===== src/pong_pkg.sv =====
`default_nettype none

package pong_pkg;

	typedef logic [9:0] coord_t; // screen coordinate

	typedef struct packed {
		coord_t x;
		coord_t y;
	} pos_t;

	typedef struct packed {
		logic up_n; // pressed when low
		logic down_n;
	} paddle_keys_t;

	typedef logic [9:0] score_t;
	typedef logic [6:0] seg_t; // segment g..a, lit when low

	typedef struct packed {
		logic hsync; // active low
		logic vsync;
	} sync_t;

	// 640x480 at 60 Hz timing
	localparam int H_ACTIVE = 640;
	localparam int H_FRONT = 16;
	localparam int H_SYNC = 96;
	localparam int H_TOTAL = 800;
	localparam int V_ACTIVE = 480;
	localparam int V_FRONT = 10;
	localparam int V_SYNC = 2;
	localparam int V_TOTAL = 525;

	localparam int BALL_HALF = 4;
	localparam int PADDLE_HALF_H = 42;
	localparam int PADDLE_HALF_W = 2;
	localparam int PADDLE_ZONE = 14; // half height of the middle third
	localparam int RIGHT_PADDLE_X = 580;
	localparam int LEFT_PADDLE_X = 60;
	localparam int SCORE_DIGITS = 3;

	function automatic seg_t seg_encode(input logic [3:0] digit);
		case (digit)
			4'd0: seg_encode = 7'b1000000;
			4'd1: seg_encode = 7'b1111001;
			4'd2: seg_encode = 7'b0100100;
			4'd3: seg_encode = 7'b0110000;
			4'd4: seg_encode = 7'b0011001;
			4'd5: seg_encode = 7'b0010010;
			4'd6: seg_encode = 7'b0000010;
			4'd7: seg_encode = 7'b1111000;
			4'd8: seg_encode = 7'b0000000;
			4'd9: seg_encode = 7'b0011000;
			default: seg_encode = 7'b1111111; // blank for non-bcd
		endcase
	endfunction

endpackage

`default_nettype wire

===== src/pong_top.sv =====
`default_nettype none

module pong_top #(
	parameter int H_ACTIVE = pong_pkg::H_ACTIVE,
	parameter int H_FRONT = pong_pkg::H_FRONT,
	parameter int H_SYNC = pong_pkg::H_SYNC,
	parameter int H_TOTAL = pong_pkg::H_TOTAL,
	parameter int V_ACTIVE = pong_pkg::V_ACTIVE,
	parameter int V_FRONT = pong_pkg::V_FRONT,
	parameter int V_SYNC = pong_pkg::V_SYNC,
	parameter int V_TOTAL = pong_pkg::V_TOTAL,
	parameter int BALL_HALF = pong_pkg::BALL_HALF,
	parameter int PADDLE_HALF_H = pong_pkg::PADDLE_HALF_H,
	parameter int PADDLE_HALF_W = pong_pkg::PADDLE_HALF_W,
	parameter int PADDLE_ZONE = pong_pkg::PADDLE_ZONE,
	parameter int RIGHT_PADDLE_X = pong_pkg::RIGHT_PADDLE_X,
	parameter int LEFT_PADDLE_X = pong_pkg::LEFT_PADDLE_X,
	parameter int SCORE_DIGITS = pong_pkg::SCORE_DIGITS
) (
	input logic clk_mov,
	input logic rst_vga,
	input logic move_tick, // game step strobe
	input logic start,
	input pong_pkg::paddle_keys_t keys_right,
	input pong_pkg::paddle_keys_t keys_left,
	output pong_pkg::sync_t sync,
	output logic pixel,
	output pong_pkg::seg_t [2*SCORE_DIGITS-1:0] hex
);
	import pong_pkg::*;

	pos_t raster;
	pos_t ball;
	logic active;
	logic running;
	coord_t right_y;
	coord_t left_y;
	logic point_left;
	logic point_right;

	raster_scan #(
		.H_ACTIVE(H_ACTIVE), .H_FRONT(H_FRONT), .H_SYNC(H_SYNC), .H_TOTAL(H_TOTAL),
		.V_ACTIVE(V_ACTIVE), .V_FRONT(V_FRONT), .V_SYNC(V_SYNC), .V_TOTAL(V_TOTAL)
	) u_raster (
		.clk_mov(clk_mov), .rst_vga(rst_vga), .raster(raster), .active(active), .sync(sync)
	);

	paddle_ctrl #(.V_ACTIVE(V_ACTIVE), .PADDLE_HALF_H(PADDLE_HALF_H)) u_paddle_right (
		.clk_mov(clk_mov), .rst_vga(rst_vga), .move_tick(move_tick), .running(running),
		.keys(keys_right), .paddle_y(right_y)
	);

	paddle_ctrl #(.V_ACTIVE(V_ACTIVE), .PADDLE_HALF_H(PADDLE_HALF_H)) u_paddle_left (
		.clk_mov(clk_mov), .rst_vga(rst_vga), .move_tick(move_tick), .running(running),
		.keys(keys_left), .paddle_y(left_y)
	);

	ball_ctrl #(
		.H_ACTIVE(H_ACTIVE), .V_ACTIVE(V_ACTIVE), .BALL_HALF(BALL_HALF),
		.PADDLE_HALF_H(PADDLE_HALF_H), .PADDLE_HALF_W(PADDLE_HALF_W),
		.PADDLE_ZONE(PADDLE_ZONE), .RIGHT_PADDLE_X(RIGHT_PADDLE_X),
		.LEFT_PADDLE_X(LEFT_PADDLE_X)
	) u_ball (
		.clk_mov(clk_mov), .rst_vga(rst_vga), .move_tick(move_tick), .start(start),
		.right_y(right_y), .left_y(left_y), .running(running), .ball(ball),
		.point_left(point_left), .point_right(point_right)
	);

	scoreboard #(.SCORE_DIGITS(SCORE_DIGITS)) u_score (
		.clk_mov(clk_mov), .rst_vga(rst_vga), .point_left(point_left),
		.point_right(point_right), .hex(hex)
	);

	pixel_render #(
		.BALL_HALF(BALL_HALF), .PADDLE_HALF_H(PADDLE_HALF_H), .PADDLE_HALF_W(PADDLE_HALF_W),
		.RIGHT_PADDLE_X(RIGHT_PADDLE_X), .LEFT_PADDLE_X(LEFT_PADDLE_X)
	) u_render (
		.clk_mov(clk_mov), .rst_vga(rst_vga), .active(active), .raster(raster),
		.ball(ball), .right_y(right_y), .left_y(left_y), .pixel(pixel)
	);

endmodule

`default_nettype wire


===== src/pixel_render.sv =====
`default_nettype none

module pixel_render #(
	parameter int BALL_HALF = 4,
	parameter int PADDLE_HALF_H = 42,
	parameter int PADDLE_HALF_W = 2,
	parameter int RIGHT_PADDLE_X = 580,
	parameter int LEFT_PADDLE_X = 60
) (
	input logic clk_mov,
	input logic rst_vga,
	input logic active,
	input pong_pkg::pos_t raster,
	input pong_pkg::pos_t ball,
	input pong_pkg::coord_t right_y,
	input pong_pkg::coord_t left_y,
	output logic pixel
);
	import pong_pkg::*;

	logic on_ball;
	logic on_right;
	logic on_left;

	// point within [c - half, c + half) on both axes
	function automatic logic in_box(input pos_t p, input pos_t c, input int half_w,
		input int half_h);
		return (p.x + half_w >= c.x) && (p.x < c.x + half_w) &&
			(p.y + half_h >= c.y) && (p.y < c.y + half_h);
	endfunction

	assign on_ball = in_box(raster, ball, BALL_HALF, BALL_HALF);
	assign on_right = in_box(raster, '{x: coord_t'(RIGHT_PADDLE_X), y: right_y},
		PADDLE_HALF_W, PADDLE_HALF_H);
	assign on_left = in_box(raster, '{x: coord_t'(LEFT_PADDLE_X), y: left_y},
		PADDLE_HALF_W, PADDLE_HALF_H);

	always_ff @(posedge clk_mov) begin
		if (rst_vga)
			pixel <= 1'b0;
		else
			pixel <= active && (on_ball || on_right || on_left); // white on black
	end

endmodule

`default_nettype wire


===== src/scoreboard.sv =====
`default_nettype none

module scoreboard #(
	parameter int SCORE_DIGITS = 3
) (
	input logic clk_mov,
	input logic rst_vga,
	input logic point_left,
	input logic point_right,
	output pong_pkg::seg_t [2*SCORE_DIGITS-1:0] hex
);
	import pong_pkg::*;

	localparam int SCORE_MAX = 10 ** SCORE_DIGITS - 1;
	localparam int BCD_W = 4 * SCORE_DIGITS;

	score_t left_score;
	score_t right_score;
	logic [BCD_W-1:0] left_bcd;
	logic [BCD_W-1:0] right_bcd;

	// shift-and-add-3 over every bit of the count
	function automatic logic [BCD_W-1:0] to_bcd(input score_t bin);
		logic [BCD_W-1:0] bcd;
		bcd = '0;
		for (int i = $bits(score_t) - 1; i >= 0; i--) begin
			for (int d = 0; d < SCORE_DIGITS; d++) begin
				if (bcd[4*d +: 4] >= 4'd5)
					bcd[4*d +: 4] = bcd[4*d +: 4] + 4'd3;
			end
			bcd = {bcd[BCD_W-2:0], bin[i]};
		end
		return bcd;
	endfunction

	always_ff @(posedge clk_mov) begin
		if (rst_vga) begin
			left_score <= '0;
			right_score <= '0;
		end else begin
			if (point_left)
				left_score <= (left_score == score_t'(SCORE_MAX)) ? '0 : left_score + 1'b1;
			if (point_right)
				right_score <= (right_score == score_t'(SCORE_MAX)) ? '0 : right_score + 1'b1;
		end
	end

	assign left_bcd = to_bcd(left_score);
	assign right_bcd = to_bcd(right_score);

	for (genvar d = 0; d < SCORE_DIGITS; d++) begin : g_digit
		assign hex[d] = seg_encode(right_bcd[4*d +: 4]); // right side on the low digits
		assign hex[d + SCORE_DIGITS] = seg_encode(left_bcd[4*d +: 4]);
	end

endmodule

`default_nettype wire


===== src/ball_ctrl.sv =====
`default_nettype none

module ball_ctrl #(
	parameter int H_ACTIVE = 640,
	parameter int V_ACTIVE = 480,
	parameter int BALL_HALF = 4,
	parameter int PADDLE_HALF_H = 42,
	parameter int PADDLE_HALF_W = 2,
	parameter int PADDLE_ZONE = 14,
	parameter int RIGHT_PADDLE_X = 580,
	parameter int LEFT_PADDLE_X = 60
) (
	input logic clk_mov,
	input logic rst_vga,
	input logic move_tick,
	input logic start,
	input pong_pkg::coord_t right_y,
	input pong_pkg::coord_t left_y,
	output logic running,
	output pong_pkg::pos_t ball,
	output logic point_left,
	output logic point_right
);
	import pong_pkg::*;

	typedef enum logic [1:0] {
		SLOPE_LEVEL,
		SLOPE_UP,
		SLOPE_DOWN
	} slope_e;

	localparam pos_t CENTRE = '{x: coord_t'(H_ACTIVE / 2), y: coord_t'(V_ACTIVE / 2)};
	localparam int RIGHT_FACE = RIGHT_PADDLE_X - PADDLE_HALF_W;
	localparam int LEFT_FACE = LEFT_PADDLE_X + PADDLE_HALF_W;

	logic dir_right; // horizontal direction
	slope_e slope;
	coord_t pad_y; // paddle the ball is heading for
	logic at_face;
	logic overlap;
	slope_e zone_slope;

	always_comb begin
		pad_y = dir_right ? right_y : left_y;
		if (dir_right)
			at_face = (ball.x + BALL_HALF >= RIGHT_FACE);
		else
			at_face = (ball.x <= LEFT_FACE + BALL_HALF);
		// half-open spans of ball and paddle intersect
		overlap = (ball.y < pad_y + PADDLE_HALF_H + BALL_HALF) &&
			(pad_y < ball.y + PADDLE_HALF_H + BALL_HALF);
		if (ball.y + PADDLE_ZONE < pad_y)
			zone_slope = SLOPE_UP; // top third
		else if (ball.y >= pad_y + PADDLE_ZONE)
			zone_slope = SLOPE_DOWN; // bottom third
		else
			zone_slope = SLOPE_LEVEL;
	end

	always_ff @(posedge clk_mov) begin
		point_left <= 1'b0; // strobes last one clock
		point_right <= 1'b0;
		if (rst_vga) begin
			running <= 1'b0;
			dir_right <= 1'b1;
			slope <= SLOPE_LEVEL;
			ball <= CENTRE;
		end else if (move_tick) begin
			if (!running) begin
				ball <= CENTRE;
				if (start) begin
					running <= 1'b1;
					dir_right <= 1'b1; // serve to the right
					slope <= SLOPE_LEVEL;
				end
			end else if (at_face) begin
				if (overlap) begin
					dir_right <= !dir_right;
					slope <= zone_slope;
				end else begin
					running <= 1'b0; // rally over
					ball <= CENTRE;
					point_left <= dir_right;
					point_right <= !dir_right;
				end
			end else begin
				ball.x <= dir_right ? ball.x + 1'b1 : ball.x - 1'b1;
				case (slope)
					SLOPE_UP: begin
						if (ball.y > BALL_HALF)
							ball.y <= ball.y - 1'b1;
						else
							slope <= SLOPE_DOWN; // top wall
					end
					SLOPE_DOWN: begin
						if (ball.y + BALL_HALF < V_ACTIVE)
							ball.y <= ball.y + 1'b1;
						else
							slope <= SLOPE_UP; // bottom wall
					end
					default: begin
						slope <= SLOPE_LEVEL;
					end
				endcase
			end
		end
	end

endmodule

`default_nettype wire


===== src/paddle_ctrl.sv =====
`default_nettype none

module paddle_ctrl #(
	parameter int V_ACTIVE = 480,
	parameter int PADDLE_HALF_H = 42
) (
	input logic clk_mov,
	input logic rst_vga,
	input logic move_tick,
	input logic running,
	input pong_pkg::paddle_keys_t keys,
	output pong_pkg::coord_t paddle_y
);
	import pong_pkg::*;

	localparam coord_t HOME_Y = coord_t'(V_ACTIVE / 2);

	logic can_down;
	logic can_up;
	coord_t next_y;

	// both keys judged against the current position
	always_comb begin
		can_down = !keys.down_n && (paddle_y + PADDLE_HALF_H < V_ACTIVE);
		can_up = !keys.up_n && (paddle_y > PADDLE_HALF_H); // top edge above 0
		next_y = paddle_y;
		if (can_down)
			next_y = next_y + coord_t'(2);
		if (can_up)
			next_y = next_y - coord_t'(2);
	end

	always_ff @(posedge clk_mov) begin
		if (rst_vga) begin
			paddle_y <= HOME_Y;
		end else if (move_tick) begin
			paddle_y <= running ? next_y : HOME_Y; // idle game parks paddle
		end
	end

endmodule

`default_nettype wire


===== src/raster_scan.sv =====
`default_nettype none

module raster_scan #(
	parameter int H_ACTIVE = 640,
	parameter int H_FRONT = 16,
	parameter int H_SYNC = 96,
	parameter int H_TOTAL = 800,
	parameter int V_ACTIVE = 480,
	parameter int V_FRONT = 10,
	parameter int V_SYNC = 2,
	parameter int V_TOTAL = 525
) (
	input logic clk_mov,
	input logic rst_vga,
	output pong_pkg::pos_t raster,
	output logic active,
	output pong_pkg::sync_t sync
);
	import pong_pkg::*;

	localparam int HS_START = H_ACTIVE + H_FRONT;
	localparam int VS_START = V_ACTIVE + V_FRONT;

	logic col_wrap;

	assign col_wrap = (raster.x == coord_t'(H_TOTAL - 1));

	always_ff @(posedge clk_mov) begin
		if (rst_vga) begin
			raster <= '0;
			sync <= '1; // both syncs idle high
		end else begin
			if (col_wrap) begin
				raster.x <= '0;
				raster.y <= (raster.y == coord_t'(V_TOTAL - 1)) ? '0 : raster.y + 1'b1;
			end else begin
				raster.x <= raster.x + 1'b1;
			end
			sync.hsync <= !(raster.x >= HS_START && raster.x < HS_START + H_SYNC);
			sync.vsync <= !(raster.y >= VS_START && raster.y < VS_START + V_SYNC);
		end
	end

	assign active = (raster.x < H_ACTIVE) && (raster.y < V_ACTIVE); // visible area

endmodule

`default_nettype wire


===== config.mk =====
export PLATFORM = sky130hd
export DESIGN_NAME = pong_top
export DESIGN_NICKNAME = d
export VERILOG_FILES = /design/src/pong_pkg.sv /design/src/pong_top.sv /design/src/pixel_render.sv /design/src/scoreboard.sv /design/src/ball_ctrl.sv /design/src/paddle_ctrl.sv /design/src/raster_scan.sv
export SDC_FILE = /design/constraint.sdc
export NUM_CORES = 1
export LEC_CHECK = 0
export BUFFER_PORTS_ARGS = -buffer_cell sky130_fd_sc_hd__buf_2
export CAP_MARGIN = 15
export CORE_ASPECT_RATIO = 2
export CORE_MARGIN = 2
export CORE_UTILIZATION = 55
export CTS_BUF_LIST = sky130_fd_sc_hd__clkbuf_8
export CTS_CLUSTER_DIAMETER = 100
export DETAILED_ROUTE_END_ITERATION = 8
export GPL_TIMING_DRIVEN = 0
export PLACE_DENSITY_LB_ADDON = 0.3
export SETUP_SLACK_MARGIN = 0.1
export SLEW_MARGIN = 0
export SYNTH_ARGS = -nofsm -noshare
export SYNTH_HDL_FRONTEND = slang
export SYNTH_HIERARCHICAL = 1
export SYNTH_SLANG_ARGS = --single-unit

===== constraint.sdc =====
create_clock -name clk_mov -period 9.67 [get_ports clk_mov]
set_input_delay 1.934 -clock clk_mov [delete_from_list [all_inputs] [get_ports clk_mov]]
set_output_delay 1.934 -clock clk_mov [all_outputs]
set_load 0.03 [all_outputs]

==> flow_metrics.tcl <==
set metrics [dict create \
    drcViolationCount 0 \
    r2r_start "u_ball/dir_right$_SDFFE_PP1P_" \
    synth_top_area_share 0.155 \
    synth_edf_count 0 \
    rrSetupSlack_ns 4.70 \
    tightestPinTransition_ns 0.789 \
    whs_ns 0.511 \
    root_buffer "clkbuf_8" \
    rsz0062_at_grt "no" \
    nets 2362 \
    postRouteAntennaNets 0 \
    crit_required_ns 7.74 \
    slowest_delay_ns 0.45 \
    hold_depth 1 \
    hold_viol_final 0 \
    cts_hold_buf 0 \
    die_x_um 122 \
    drt_iter0_markers 1144 \
    min_to "u_raster/raster[10]$_SDFF_PP0_" \
    num_vias 16300 \
    grt_max_degree 18 \
    drv_slew 0 \
    avgSynthCellArea_um2 7.33 \
    ios 53 \
    finalWeightedCongestion 0.965 \
    fp.dieArea_um2 29200 \
    hp-class "flip-flop to flip-flop" \
    ys_types 126 \
    finalSetupViolCount 0 \
    syn-cell-area_um2 15300 \
    vias_per_cell 6.47 \
    synth_seq_cells 87 \
    yosysSeqAreaShare 0.114 \
    synthTopCellsByArea "ha_1, dfxtp_1, xnor2_1" \
    irDropWorstVdd_mv 0.0695 \
    htree_num_levels 3 \
    fin_crit_ns 9.28 \
    fin_skew_ns 0.0208 \
    clk_pin_slew_ns 0.10 \
    worstRegToRegCells 21 \
    synthToLayoutAreaGrowth_pct 9.06 \
    clkLatencyLatePin_ns 0.42 \
    status "finished clean" \
    tns_ns 0 \
    synth_fp_nets 2281 \
    firstDrtPassIters 7 \
    synth_area_leader_cell "ha_1" \
    finalCritPeriodShare 0.960 \
    cts_buffers 9 \
    max_freq_ghz 0.108 \
    cp_slowest_cell "nor4_4" \
    syn-instance-count 2082 \
    hold_start "u_raster/raster[10]$_SDFF_PP0_" \
    grt_pass1_vias 15900 \
    start_util 0.556 \
    fp.coreArea_um2 27400 \
    r2r_end "u_ball/ball[2]$_SDFFE_PP0P_" \
    critPathCaptureType "output port" \
    yosys.cell_count.top_type "nor2_1" \
    crit_arrival_ns 7.35 \
    wl_um 44500 \
    power.leakage_nw 6.86 \
    portBuffers 52 \
    ys_top_cells_by_count "nor2_1, ha_1, inv_1, nand2_1, a21oi_1" \
    synth_warnings 6 \
    grt-ovfl-total 0 \
    antenna_found_initial 2 \
    critPathKind "flip-flop to output port" \
    critPathLaunchType "flip-flop" \
    pwr_density_cell_nw_per_um2 50.8 \
    crit_fanout 10 \
    grt_pass1_wl_um 71200 \
    async_flop_share 0 \
    post_drt_wl_per_cell_um 17.7 \
    ys.flop_type "dfxtp_1" \
    die_h_um 240 \
    num_rows 86 \
    drv_cap 0 \
    drive_above_1_share 0.131 \
    maxSlewHeadroom 0.471 \
    tritoncts "built" \
    cts_buffer_depth 2 \
    filler_cell_count 2616 \
    dpl.hpwl_um 34300 \
    grt_usage 0.295 \
    fin_util 0.607 \
    clock-sinks 87 \
]
critical path, delay by kind of cell (launching register included):
kind	cells	cell delay, ns
simple gates	14	2.37
compound gates	7	1.66
fa+ha+maj	6	1.27
buf+inv	8	1.01
flops	1	0.38
xor+xnor	2	0.26
worst max path at each step:
stage                                                    from      end  depth (start not counted)  slack [ns]
after detailed placement  u_score/right_score[8]$_SDFFE_PP0P_  hex[17]                         39       -0.44
after floorplan           u_score/right_score[8]$_SDFFE_PP0P_   hex[9]                         37        0.70
after CTS                  u_score/left_score[8]$_SDFFE_PP0P_  hex[31]                         31        0.10
final                     u_score/right_score[8]$_SDFFE_PP0P_  hex[12]                         37        0.39
after global routing      u_score/right_score[8]$_SDFFE_PP0P_  hex[13]                         37        0.04
after global placement    u_score/right_score[8]$_SDFFE_PP0P_  hex[20]                         38       -0.31
kinds of logic after synthesis:
family                   share of synthesized area
AND/OR/NAND/NOR                              0.257
AO/OA/AOI/OAI                                0.271
buffers and inverters                       0.0757
adder cells (fa/ha/maj)                      0.158
XOR/XNOR                                    0.0863
flip-flops                                   0.114
multiplexers                                0.0375
other                                     0.000492
state kept, by name (all words and copies together) (netlist names):
signal	cells
u_ball/ball	20
u_ball/dir_right	1
u_ball/point_left	1
u_ball/point_right	1
u_ball/running	1
u_ball/slope	2
u_paddle_left/paddle_y	9
u_paddle_right/paddle_y	9
u_raster/raster	20
u_raster/sync	2
u_render/pixel	1
u_score/left_score	10
u_score/right_score	10
what timing repair did:
action / CTS / global route
endpoints found under the hold margin: 0 / 0
pin swaps: 5 / 15
gates cloned: 0 / 0
endpoints found under the setup margin: 23 / 27
buffers inserted: 6 / 12
gates resized for setup: 28 / 44
routing by layer:
metal / vias up / part of all wire / track usage
li1: 7814 / - / -
met1: 7692 / 0.35 / 0.262
met2: 586 / 0.55 / 0.583
met3: 222 / 0.035 / 0.0321
met4: 0 / 0.069 / 0.225
met5: - / 0 / 0
where the power goes:
part           internal [mW]  switching (mW)
clock network          0.146           0.154
registers              0.362          0.0124
logic                 0.0703           0.101
total                  0.578           0.267
layout by cell type (no fill, tap or decap), drive strengths merged, types with 13 or more instances in the layout:
cell type,n
and3,24
o211ai,20
a22oi,23
a211oi,23
mux2i,33
or3,19
nand4,42
a21oi,131
nor2b,27
nor4,38
a211o,20
dfxtp,87
clkbuf,57
inv,158
nor3,66
nand2,142
o31ai,13
o21ai,120
or2,19
mux2,13
xnor2,113
a31oi,37
and2,23
ha,189
nor2,215
a21o,20
nand2b,29
buf,120
o21a,28
xor2,31
nand3,67
metrics by stage:
stage	power, mW	instances	setup WS, ns	instance area (um^2)
global placement	0.544	2486	-0.308	16000
finish	0.846	2522	0.390	16700
floorplan	0.509	2082	0.702	15300
detailed placement	0.550	2486	-0.438	16000
CTS	0.852	2508	0.103	16300
global route	0.885	2521	0.0429	16600
layout make-up:
class / count / area [um^2] / share of cell area
clock buffers: 9 / 124 / 0.00744
inverters: 163 / 614 / 0.0369
repair buffers: 70 / 400 / 0.0240
clock inverters: 7 / 96.3 / 0.00579
well taps: 352 / 440 / 0.0264
diodes: 2 / 5.00 / 0.000301
multi-input cells: 1734 / 12700 / 0.761
plain buffers: 98 / 552 / 0.0331
flip-flops and latches: 87 / 1750 / 0.105
Note: power is estimated with default switching activity, not from simulation.
